`src/source/mips_consts.svh`:
```
`ifndef MIPS_CONSTS_SVH
`define MIPS_CONSTS_SVH

// instruction and address width
`define INSTR_W 32

// boot vector, first fetch after reset
`define RESET_PC 32'hbfc00000

// instruction fifo size
// depth of 2 or more, pointer wide enough for depth-1
`define FIFO_DEPTH 4
`define FIFO_PTR_W 2

`endif

```
`src/source/mips_pkg.sv`:
```
`default_nettype none

`include "mips_consts.svh"

package mips_pkg;

	////////////////////
	// encodings
	////////////////////

	// primary opcode, instr[31:26]
	typedef enum logic [5:0] {
		OP_SPECIAL = 6'h00, OP_REGIMM = 6'h01, OP_J     = 6'h02, OP_JAL   = 6'h03,
		OP_BEQ     = 6'h04, OP_BNE    = 6'h05, OP_BLEZ  = 6'h06, OP_BGTZ  = 6'h07,
		OP_ADDI    = 6'h08, OP_ADDIU  = 6'h09, OP_SLTI  = 6'h0a, OP_SLTIU = 6'h0b,
		OP_ANDI    = 6'h0c, OP_ORI    = 6'h0d, OP_XORI  = 6'h0e, OP_LUI   = 6'h0f,
		OP_COP0    = 6'h10,
		OP_LB      = 6'h20, OP_LH     = 6'h21, OP_LW    = 6'h23, OP_LBU   = 6'h24,
		OP_LHU     = 6'h25, OP_SB     = 6'h28, OP_SH    = 6'h29, OP_SW    = 6'h2b
	} opcode_e;

	// function field of SPECIAL, instr[5:0]
	typedef enum logic [5:0] {
		FN_SLL   = 6'h00, FN_SRL   = 6'h02, FN_SRA     = 6'h03, FN_SLLV  = 6'h04,
		FN_SRLV  = 6'h06, FN_SRAV  = 6'h07, FN_JR      = 6'h08, FN_JALR  = 6'h09,
		FN_SYSCALL = 6'h0c, FN_BREAK = 6'h0d,
		FN_MFHI  = 6'h10, FN_MTHI  = 6'h11, FN_MFLO    = 6'h12, FN_MTLO  = 6'h13,
		FN_MULT  = 6'h18, FN_MULTU = 6'h19, FN_DIV     = 6'h1a, FN_DIVU  = 6'h1b,
		FN_ADD   = 6'h20, FN_ADDU  = 6'h21, FN_SUB     = 6'h22, FN_SUBU  = 6'h23,
		FN_AND   = 6'h24, FN_OR    = 6'h25, FN_XOR     = 6'h26, FN_NOR   = 6'h27,
		FN_SLT   = 6'h2a, FN_SLTU  = 6'h2b
	} funct_e;

	// rt field of REGIMM branches
	typedef enum logic [4:0] {
		RI_BLTZ   = 5'h00,
		RI_BGEZ   = 5'h01,
		RI_BLTZAL = 5'h10,
		RI_BGEZAL = 5'h11
	} regimm_e;

	// alu class out of the main decoder
	typedef enum logic [3:0] {
		ALUOP_ADD, ALUOP_SUB, ALUOP_FUNCT, ALUOP_AND, ALUOP_OR,
		ALUOP_XOR, ALUOP_SLT, ALUOP_SLTU, ALUOP_LUI, ALUOP_NONE
	} alu_op_e;

	// resolved alu operation
	typedef enum logic [3:0] {
		ALU_ADD, ALU_SUB, ALU_AND, ALU_OR, ALU_XOR, ALU_NOR, ALU_SLT,
		ALU_SLTU, ALU_SLL, ALU_SRL, ALU_SRA, ALU_LUI, ALU_NONE
	} alu_ctrl_e;

	////////////////////
	// bundles
	////////////////////

	// tagged instruction from fetch
	typedef struct packed {
		logic [`INSTR_W-1:0] pc;
		logic [`INSTR_W-1:0] instr;
		logic [`INSTR_W-1:0] branch_target;
		logic [`INSTR_W-1:0] jump_target;
	} fetch_pkt_t;

	// decoded control word
	typedef struct packed {
		logic      regwrite;
		logic      regdst;
		logic      alusrc;
		logic      branch;
		logic      memwrite;
		logic      memtoreg;
		logic      jump;
		logic      invalid;
		alu_ctrl_e alu_ctrl;
	} ctrl_t;

endpackage

`default_nettype wire

```
`src/source/fetch_if.sv`:
```
`timescale 1ns/1ps
`default_nettype none

// one tagged instruction per cycle between pipeline blocks
interface fetch_if;
	// writer side
	logic                 valid;
	mips_pkg::fetch_pkt_t pkt;
	// reader side, room to accept (or pop request on fifo output)
	logic                 room;

	modport writer (
		output valid, pkt,
		input  room
	);

	modport reader (
		input  valid, pkt,
		output room
	);
endinterface

`default_nettype wire

```
`src/source/alu_decoder.sv`:
```
`timescale 1ns/1ps
`default_nettype none

module alu_decoder (
	input var mips_pkg::alu_op_e  alu_op,
	input var mips_pkg::funct_e   funct,
	output mips_pkg::alu_ctrl_e   alu_ctrl
);
	always_comb begin
		case (alu_op)
			mips_pkg::ALUOP_ADD:  alu_ctrl = mips_pkg::ALU_ADD;
			mips_pkg::ALUOP_SUB:  alu_ctrl = mips_pkg::ALU_SUB;
			mips_pkg::ALUOP_AND:  alu_ctrl = mips_pkg::ALU_AND;
			mips_pkg::ALUOP_OR:   alu_ctrl = mips_pkg::ALU_OR;
			mips_pkg::ALUOP_XOR:  alu_ctrl = mips_pkg::ALU_XOR;
			mips_pkg::ALUOP_SLT:  alu_ctrl = mips_pkg::ALU_SLT;
			mips_pkg::ALUOP_SLTU: alu_ctrl = mips_pkg::ALU_SLTU;
			mips_pkg::ALUOP_LUI:  alu_ctrl = mips_pkg::ALU_LUI;
			////////////////////
			// r-type by funct
			////////////////////
			mips_pkg::ALUOP_FUNCT: begin
				case (funct)
					// overflow trap not modelled
					mips_pkg::FN_ADD, mips_pkg::FN_ADDU: alu_ctrl = mips_pkg::ALU_ADD;
					mips_pkg::FN_SUB, mips_pkg::FN_SUBU: alu_ctrl = mips_pkg::ALU_SUB;
					mips_pkg::FN_AND:  alu_ctrl = mips_pkg::ALU_AND;
					mips_pkg::FN_OR:   alu_ctrl = mips_pkg::ALU_OR;
					mips_pkg::FN_XOR:  alu_ctrl = mips_pkg::ALU_XOR;
					mips_pkg::FN_NOR:  alu_ctrl = mips_pkg::ALU_NOR;
					mips_pkg::FN_SLT:  alu_ctrl = mips_pkg::ALU_SLT;
					mips_pkg::FN_SLTU: alu_ctrl = mips_pkg::ALU_SLTU;
					// shamt and register shifts share the shifter
					mips_pkg::FN_SLL, mips_pkg::FN_SLLV: alu_ctrl = mips_pkg::ALU_SLL;
					mips_pkg::FN_SRL, mips_pkg::FN_SRLV: alu_ctrl = mips_pkg::ALU_SRL;
					mips_pkg::FN_SRA, mips_pkg::FN_SRAV: alu_ctrl = mips_pkg::ALU_SRA;
					// jumps, hi/lo, mul/div, traps
					default: alu_ctrl = mips_pkg::ALU_NONE;
				endcase
			end
			default: alu_ctrl = mips_pkg::ALU_NONE;
		endcase
	end
endmodule

`default_nettype wire

```
`src/source/decode_stage.sv`:
```
`timescale 1ns/1ps
`default_nettype none

`include "mips_consts.svh"

module decode_stage (
	input wire                  clk,
	input wire                  reset,
	input wire                  stall,
	fetch_if.reader             in_if,
	output logic                out_valid,
	output logic [`INSTR_W-1:0] out_pc,
	output logic [`INSTR_W-1:0] out_target,
	output mips_pkg::ctrl_t     out_ctrl
);
	mips_pkg::opcode_e   op;
	mips_pkg::funct_e    funct;
	mips_pkg::regimm_e   rt;
	mips_pkg::alu_op_e   alu_op;
	mips_pkg::ctrl_t     ctrl_next;
	logic [`INSTR_W-1:0] target_next;
	logic                pop;

	// field split of the fifo head
	assign op    = mips_pkg::opcode_e'(in_if.pkt.instr[31:26]);
	assign funct = mips_pkg::funct_e'(in_if.pkt.instr[5:0]);
	assign rt    = mips_pkg::regimm_e'(in_if.pkt.instr[20:16]);

	// head consumed unless stalled
	assign pop        = in_if.valid & ~stall;
	assign in_if.room = pop;

	main_decoder u_main_dec (
		.op(op), .funct(funct), .rs(in_if.pkt.instr[25:21]), .rt(rt),
		.regwrite(ctrl_next.regwrite), .regdst(ctrl_next.regdst),
		.alusrc(ctrl_next.alusrc), .branch(ctrl_next.branch),
		.memwrite(ctrl_next.memwrite), .memtoreg(ctrl_next.memtoreg),
		.jump(ctrl_next.jump), .invalid(ctrl_next.invalid), .alu_op(alu_op)
	);

	alu_decoder u_alu_dec (.alu_op(alu_op), .funct(funct), .alu_ctrl(ctrl_next.alu_ctrl));

	// register jumps have no static target
	assign target_next = (op == mips_pkg::OP_J || op == mips_pkg::OP_JAL) ?
		in_if.pkt.jump_target : (ctrl_next.branch ? in_if.pkt.branch_target : '0);

	always_ff @(posedge clk) begin
		if (reset)
			out_valid <= 1'b0;
		else
			out_valid <= pop;
	end

	always_ff @(posedge clk) begin
		if (pop) begin
			out_pc     <= in_if.pkt.pc;
			out_target <= target_next;
			out_ctrl   <= ctrl_next;
		end
	end
endmodule

`default_nettype wire

```
`src/source/fetch_unit.sv`:
```
`timescale 1ns/1ps
`default_nettype none

`include "mips_consts.svh"

module fetch_unit (
	input wire                clk,
	input wire                reset,
	input wire [`INSTR_W-1:0] instr_in,
	input wire                instr_strobe,
	fetch_if.writer           out_if
);
	logic [`INSTR_W-1:0] pc;
	logic [`INSTR_W-1:0] pc_plus4;
	logic [`INSTR_W-1:0] br_offset;
	logic                accept;

	// strobe dropped when downstream has no room
	assign accept = instr_strobe & out_if.room;

	assign pc_plus4 = pc + 32'd4;
	// sign-extended word offset
	assign br_offset = {{14{instr_in[15]}}, instr_in[15:0], 2'b00};

	////////////////////
	// pc and valid pulse
	////////////////////
	always_ff @(posedge clk) begin
		if (reset) begin
			pc           <= `RESET_PC;
			out_if.valid <= 1'b0;
		end else begin
			out_if.valid <= accept;
			if (accept)
				pc <= pc_plus4;
		end
	end

	// packet payload, loaded with the accepted word
	always_ff @(posedge clk) begin
		if (accept) begin
			out_if.pkt.pc            <= pc;
			out_if.pkt.instr         <= instr_in;
			out_if.pkt.branch_target <= pc_plus4 + br_offset;
			// region of the delay slot plus index
			out_if.pkt.jump_target   <= {pc_plus4[31:28], instr_in[25:0], 2'b00};
		end
	end
endmodule

`default_nettype wire

```
`src/source/instr_fifo.sv`:
```
`timescale 1ns/1ps
`default_nettype none

`include "mips_consts.svh"

module instr_fifo (
	input wire      clk,
	input wire      reset,
	fetch_if.reader in_if,
	fetch_if.writer out_if
);
	mips_pkg::fetch_pkt_t     mem [`FIFO_DEPTH];
	logic [`FIFO_PTR_W-1:0]   wr_ptr;
	logic [`FIFO_PTR_W-1:0]   rd_ptr;
	logic [`FIFO_PTR_W:0]     count;
	logic [`FIFO_PTR_W+1:0]   level;
	logic                     push;
	logic                     pop;

	// wrap for any depth, not only powers of two
	function automatic logic [`FIFO_PTR_W-1:0] ptr_inc(input logic [`FIFO_PTR_W-1:0] ptr);
		if (ptr == `FIFO_PTR_W'(`FIFO_DEPTH - 1))
			return '0;
		return ptr + 1'b1;
	endfunction

	assign push = in_if.valid;
	assign pop  = out_if.room;

	// stored entries plus the packet already on its way in
	assign level      = {1'b0, count} + {{(`FIFO_PTR_W + 1){1'b0}}, in_if.valid};
	assign in_if.room = level < (`FIFO_PTR_W + 2)'(`FIFO_DEPTH);

	// show-ahead head
	assign out_if.valid = count != '0;
	assign out_if.pkt   = mem[rd_ptr];

	////////////////////
	// pointers and count
	////////////////////
	always_ff @(posedge clk) begin
		if (reset) begin
			wr_ptr <= '0;
			rd_ptr <= '0;
			count  <= '0;
		end else begin
			if (push)
				wr_ptr <= ptr_inc(wr_ptr);
			if (pop)
				rd_ptr <= ptr_inc(rd_ptr);
			case ({push, pop})
				2'b10:   count <= count + 1'b1;
				2'b01:   count <= count - 1'b1;
				default: count <= count;
			endcase
		end
	end

	// storage
	always_ff @(posedge clk) begin
		if (push)
			mem[wr_ptr] <= in_if.pkt;
	end
endmodule

`default_nettype wire

```
`src/source/main_decoder.sv`:
```
`timescale 1ns/1ps
`default_nettype none

module main_decoder (
	input var mips_pkg::opcode_e op,
	input var mips_pkg::funct_e  funct,
	input wire [4:0]             rs,
	input var mips_pkg::regimm_e rt,
	output logic                 regwrite,
	output logic                 regdst,
	output logic                 alusrc,
	output logic                 branch,
	output logic                 memwrite,
	output logic                 memtoreg,
	output logic                 jump,
	output logic                 invalid,
	output mips_pkg::alu_op_e    alu_op
);
	// cop0 sub-ops in rs
	localparam logic [4:0] RS_MFC0 = 5'b00000;
	localparam logic [4:0] RS_MTC0 = 5'b00100;
	localparam logic [4:0] RS_ERET = 5'b10000;

	// {regwrite, regdst, alusrc, branch, memwrite, memtoreg}
	logic [5:0] main_sig;

	assign {regwrite, regdst, alusrc, branch, memwrite, memtoreg} = main_sig;

	always_comb begin
		main_sig = 6'b000000;
		jump     = 1'b0;
		invalid  = 1'b0;
		alu_op   = mips_pkg::ALUOP_NONE;
		case (op)
			////////////////////
			// r-type
			////////////////////
			mips_pkg::OP_SPECIAL: begin
				alu_op = mips_pkg::ALUOP_FUNCT;
				case (funct)
					mips_pkg::FN_AND, mips_pkg::FN_OR, mips_pkg::FN_XOR, mips_pkg::FN_NOR,
					mips_pkg::FN_SLL, mips_pkg::FN_SRL, mips_pkg::FN_SRA,
					mips_pkg::FN_SLLV, mips_pkg::FN_SRLV, mips_pkg::FN_SRAV,
					mips_pkg::FN_ADD, mips_pkg::FN_ADDU, mips_pkg::FN_SUB, mips_pkg::FN_SUBU,
					mips_pkg::FN_SLT, mips_pkg::FN_SLTU,
					mips_pkg::FN_MULT, mips_pkg::FN_MULTU, mips_pkg::FN_DIV, mips_pkg::FN_DIVU,
					mips_pkg::FN_MFHI, mips_pkg::FN_MFLO:
						main_sig = 6'b110000;
					// no gpr write
					mips_pkg::FN_MTHI, mips_pkg::FN_MTLO, mips_pkg::FN_SYSCALL, mips_pkg::FN_BREAK:
						main_sig = 6'b000000;
					mips_pkg::FN_JR:
						jump = 1'b1;
					// link into rd
					mips_pkg::FN_JALR: begin
						main_sig = 6'b110000;
						jump     = 1'b1;
					end
					default: begin
						invalid = 1'b1;
						alu_op  = mips_pkg::ALUOP_NONE;
					end
				endcase
			end
			// immediates
			mips_pkg::OP_ADDI, mips_pkg::OP_ADDIU: begin
				main_sig = 6'b101000;
				alu_op   = mips_pkg::ALUOP_ADD;
			end
			mips_pkg::OP_SLTI:  begin main_sig = 6'b101000; alu_op = mips_pkg::ALUOP_SLT;  end
			mips_pkg::OP_SLTIU: begin main_sig = 6'b101000; alu_op = mips_pkg::ALUOP_SLTU; end
			mips_pkg::OP_ANDI:  begin main_sig = 6'b101000; alu_op = mips_pkg::ALUOP_AND;  end
			mips_pkg::OP_ORI:   begin main_sig = 6'b101000; alu_op = mips_pkg::ALUOP_OR;   end
			mips_pkg::OP_XORI:  begin main_sig = 6'b101000; alu_op = mips_pkg::ALUOP_XOR;  end
			mips_pkg::OP_LUI:   begin main_sig = 6'b101000; alu_op = mips_pkg::ALUOP_LUI;  end
			// compare-and-branch
			mips_pkg::OP_BEQ, mips_pkg::OP_BNE, mips_pkg::OP_BLEZ, mips_pkg::OP_BGTZ: begin
				main_sig = 6'b000100;
				alu_op   = mips_pkg::ALUOP_SUB;
			end
			mips_pkg::OP_REGIMM: begin
				alu_op = mips_pkg::ALUOP_SUB;
				case (rt)
					mips_pkg::RI_BLTZ, mips_pkg::RI_BGEZ:     main_sig = 6'b000100;
					// link variants write r31
					mips_pkg::RI_BLTZAL, mips_pkg::RI_BGEZAL: main_sig = 6'b100100;
					default: begin
						invalid = 1'b1;
						alu_op  = mips_pkg::ALUOP_NONE;
					end
				endcase
			end
			mips_pkg::OP_J:   jump = 1'b1;
			mips_pkg::OP_JAL: begin
				main_sig = 6'b100000;
				jump     = 1'b1;
			end
			// memory, address is base plus offset
			mips_pkg::OP_LB, mips_pkg::OP_LH, mips_pkg::OP_LW,
			mips_pkg::OP_LBU, mips_pkg::OP_LHU: begin
				main_sig = 6'b101001;
				alu_op   = mips_pkg::ALUOP_ADD;
			end
			mips_pkg::OP_SB, mips_pkg::OP_SH, mips_pkg::OP_SW: begin
				main_sig = 6'b001010;
				alu_op   = mips_pkg::ALUOP_ADD;
			end
			// privileged, cp0 itself not modelled
			mips_pkg::OP_COP0: begin
				case (rs)
					RS_MFC0: main_sig = 6'b100000;
					RS_MTC0, RS_ERET: main_sig = 6'b000000;
					default: invalid = 1'b1;
				endcase
			end
			default: invalid = 1'b1;
		endcase
	end
endmodule

`default_nettype wire

```
`src/source/mips_decode_top.sv`:
```
`timescale 1ns/1ps
`default_nettype none

`include "mips_consts.svh"

module mips_decode_top (
	input wire                  clk,
	input wire                  reset,
	// instruction input
	input wire [`INSTR_W-1:0]   instr_in,
	input wire                  instr_strobe,
	input wire                  stall,
	output logic                full,
	// decoded output
	output logic                out_valid,
	output logic [`INSTR_W-1:0] out_pc,
	output logic [`INSTR_W-1:0] out_target,
	output logic                regwrite,
	output logic                regdst,
	output logic                alusrc,
	output logic                branch,
	output logic                memwrite,
	output logic                memtoreg,
	output logic                jump,
	output logic                invalid,
	output logic [3:0]          alu_ctrl
);
	mips_pkg::ctrl_t out_ctrl;

	fetch_if fetch_to_fifo ();
	fetch_if fifo_to_dec ();

	////////////////////
	// pipeline
	////////////////////
	fetch_unit u_fetch (
		.clk(clk), .reset(reset), .instr_in(instr_in), .instr_strobe(instr_strobe),
		.out_if(fetch_to_fifo.writer)
	);

	instr_fifo u_fifo (
		.clk(clk), .reset(reset), .in_if(fetch_to_fifo.reader), .out_if(fifo_to_dec.writer)
	);

	decode_stage u_decode (
		.clk(clk), .reset(reset), .stall(stall), .in_if(fifo_to_dec.reader),
		.out_valid(out_valid), .out_pc(out_pc), .out_target(out_target), .out_ctrl(out_ctrl)
	);

	// no room means the fifo can take nothing more
	assign full = ~fetch_to_fifo.room;

	// control word onto flat ports
	assign regwrite = out_ctrl.regwrite;
	assign regdst   = out_ctrl.regdst;
	assign alusrc   = out_ctrl.alusrc;
	assign branch   = out_ctrl.branch;
	assign memwrite = out_ctrl.memwrite;
	assign memtoreg = out_ctrl.memtoreg;
	assign jump     = out_ctrl.jump;
	assign invalid  = out_ctrl.invalid;
	assign alu_ctrl = out_ctrl.alu_ctrl;
endmodule

`default_nettype wire

```
`config.mk`:
```
export PLATFORM = sky130hd
export DESIGN_NAME = mips_decode_top
export DESIGN_NICKNAME = d
export VERILOG_FILES = /design/src/source/mips_pkg.sv /design/src/source/fetch_if.sv /design/src/source/alu_decoder.sv /design/src/source/decode_stage.sv /design/src/source/fetch_unit.sv /design/src/source/instr_fifo.sv /design/src/source/main_decoder.sv /design/src/source/mips_decode_top.sv
export VERILOG_INCLUDE_DIRS = /design/src /design/src/source
export SDC_FILE = /design/constraint.sdc
export NUM_CORES = 1
export LEC_CHECK = 0
export BUFFER_PORTS_ARGS = -buffer_cell sky130_fd_sc_hd__buf_2
export CAP_MARGIN = 0
export CORE_UTILIZATION = 55
export CTS_BUF_LIST = sky130_fd_sc_hd__clkbuf_8
export DETAILED_ROUTE_END_ITERATION = 10
export GPL_ROUTABILITY_DRIVEN = 0
export GPL_TIMING_DRIVEN = 0
export PLACE_DENSITY = 0.71
export SETUP_SLACK_MARGIN = 0.4
export SKIP_CTS_REPAIR_TIMING = 1
export SLEW_MARGIN = 20
export SYNTH_ARGS = -nofsm -noshare
export SYNTH_HDL_FRONTEND = slang
export SYNTH_SLANG_ARGS = --single-unit
```
`constraint.sdc`:
```
create_clock -name clk -period 6.75 [get_ports clk]
set_input_delay 1.35 -clock clk [delete_from_list [all_inputs] [get_ports clk]]
set_output_delay 1.35 -clock clk [all_outputs]
set_load 0.01 [all_outputs]
```
==> metrics <==
final wirelength=46,020 µm; Comb pwr share=16.7%; reg2reg end=u_fetch.out_if.pkt[63]; Final Non-Filler Cells=2,103; first-pass detailed-route iteration total=5; drt wl/cell=21.88 µm; FP Rows=75; CORE AREA=41,850 µm²; io pins=114; CTS tree=yes; synthesized area=23,330 µm²; Num Clock Sinks=593; Root Driver=clkbuf_8; Worst Max-Slew Pin Slew=1.008 ns; P_leak=8.980 nW; post-place setup slack=2.260 ns; largest net degree at the start of global routing=41; fin area=26,610 µm²; largest fanout on the critical path=7; worst endpoint required time=7.12 ns; async set-reset flop share out of synthesis=0%; die area=43,240 µm²; vias=12.12k; synth cell count leaders=552 x edfxtp_1, 96 x mux4_2, 54 x nand2_1, 49 x nor2_1, 45 x a21oi_1; first-pass GRT wire length=70,580 µm; area share of fa/ha/maj cells after synthesis=2.102%; Die Span Y=208.0 µm; ys flop type=edfxtp_1; Slew HR=32.77%; Cells after Synth=1,267; CTS Buffer Depth=3; Post-DRT Antenna Nets=0; Final Skew=0.03350 ns; CP arrival=4.90 ns; CTS buffer count=91; Storage cell area=17,400 µm²; clock power share=30.9%; Sw Pwr=0.002282 W; Crit. End Element=register; period utilization=67.19%; clk slew on worst S/H paths=0.06 ns; Total Power=0.008725 W; Finish-stage setup viols=0; cell with the most instances after synthesis=edfxtp_1; Chip Width=208.0 µm; minimum clock period=4.535 ns; register area share after synthesis=74.57%; clk_lat worst skew=0.65 ns; H-tree levels=3; Worst Hold Class=reg2reg; Reg power frac=52.5%; fraction of layout cells with a size suffix above 1=23.61%; vias in the first global route=12.23k; HPWL Detailed=30,540 µm; Multi-input gate area=5650 µm²; GRT Util Overall=21.89%; Fill cells=2,937; post-synthesis compound-gate area fraction=4.977%; Worst R2R Path Depth=16; share of the synthesized area in the top cell type=71.05%; Slew Viols, Final=0; final worst setup slack=2.215 ns; Layout area overhead=14.05%; Achievable Freq=220.5 MHz; Hold EP=u_fetch.out_if.pkt[106]; Min-Delay Path Depth=0; XOR/XNOR share of the synthesized area=3.079%; hold wc startpoint=u_fetch.pc[10]; mux cell area share after synthesis=9.440%; Fin. Hold Viols=0; R2R Path Start=u_fetch.pc[10]; DRT iter0 DRCs=898; initial core utilization=55.74%; Synth warnings=0; outcome=completed; WS Path Type=reg2reg; # nets final=1,561; Synth Area in Simple Gates=4.484%; Post-DP Area=24,930 µm²; number of enable flip-flop cells after synthesis=552; mean post-synth cell area=18.41 µm²; Vias/cell=5.765; hold_ws=0.4753 ns; VDD IR max=161.4 µV; P_int=0.006443 W; Area contributors post-synth=edfxtp_1 71%, mux4_2 9.3%, dfxtp_1 3.5%, ha_1 1.9%, xnor2_1 1.5%; R2R Setup Slk=2.21 ns; largest family of logic cells by synthesized area=multiplexers; DP Cell Count=1,933; Critical Path Source Type=register; port buffer count=108; GRT Residual Overflow=0; Switching Share=26.15%; PwrDens=327.9 nW/µm²; post-synthesis register bit count=593; Distinct cells, synth=62; biggest area consumer among synthesized cells=edfxtp_1; DRC=0; antenna violations before repair=2; RSZ-0062 raised after global routing=false; MaxCap Viol Count=0
## per-stage QoR
stage	utilization, %	setup TNS (ns)
after floorplan	-	0
after global placement	58.67	-78.67
after detailed placement	59.57	0
after CTS	63.56	0
after global routing	63.57	0
final	63.57	0
## final cells by class
class                   count  area share, %
diodes                      1       0.009405
plain buffers              49         0.8653
clock buffers              98          5.069
clock inverters            71          1.218
inverters                  22         0.3104
multi-input cells         606          21.24
flip-flops and latches    593          65.38
well taps                 539          2.535
repair buffers            124          3.372
## worst max-delay path, cell delays in order (launching register included)
cell	delay, ns
dfxtp_1	0.34
buf_2	0.19
and2_1	0.16
or4b_1	0.43
buf_2	0.18
nor3_1	0.40
and2_1	0.28
nand2_1	0.09
xnor2_1	0.22
ha_1	0.34
and4_1	0.24
and2_1	0.21
a22oi_1	0.15
o21ai_0	0.25
a41o_1	0.34
o21ai_0	0.28
xnor2_1	0.18
## power groups by stage
stage                     logic [W]  clock network [W]  registers (W)
after floorplan            0.000887                  0        0.00471
after detailed placement    0.00147                  0        0.00466
final                       0.00145            0.00269        0.00458
after global routing        0.00157            0.00292        0.00461
after CTS                   0.00148            0.00277        0.00458
after global placement      0.00137                  0        0.00470
## routing by layer
layer	share of wire [%]	routed length [µm]	vias up	track usage [%]
met2	49	22470	345	34.63
li1	-	-	5495	-
met5	0.028	13	-	0
met3	5.1	2351	86	3.985
met4	2.7	1226	2	8.863
met1	43	19960	6196	30.47
## sequential cells by signal (all words and copies together) (netlist names), 2 cells and up, named ones only
register             cells
u_decode.out_target     30
u_decode.out_ctrl       12
u_fifo.wr_ptr            2
u_decode.out_pc         30
u_fifo.mem             384
u_fetch.pc              30
u_fifo.count             3
u_fetch.out_if.pkt      96
u_fifo.rd_ptr            2
## cell families (layout without fill, tap and decap cells)
group                    Yosys count  in the layout
flip-flops                       593            593
XOR/XNOR                          82             82
adder cells (fa/ha/maj)           38             38
other                              1              5
AND/OR/NAND/NOR                  209            209
AO/OA/AOI/OAI                    173            173
buffers and inverters             71            364
multiplexers                     100            100
## layout by cell type, fill, tap and decap left out, drive strengths merged, types with 6 or more instances in the layout
cell type,count
a211oi,8
a21o,14
a21oi,45
a22o,30
and2,12
and3,8
buf,147
clkbuf,124
clkinv,27
dfxtp,41
edfxtp,552
ha,36
inv,62
mux4,96
nand2,54
nand2b,18
nand3,20
nand4,8
nor2,49
nor3,12
o21a,6
o21ai,34
o21bai,9
or3,8
xnor2,41
xor2,41
## worst max-delay path by stage
stage	depth (start not counted)	slack [ns]	startpoint	endpoint
finish	16	2.21	u_fetch.pc[10]	u_fetch.out_if.pkt[63]
global route	15	1.86	u_fetch.pc[2]	u_fetch.out_if.pkt[63]
CTS	16	2.23	u_fetch.pc[10]	u_fetch.out_if.pkt[63]
detailed placement	15	2.26	u_fetch.pc[2]	u_fetch.out_if.pkt[63]
global placement	8	-1.70	stall	u_fifo.count[2]
floorplan	7	0.66	stall	u_fifo.count[2]
(Power assumes the default switching activity.)
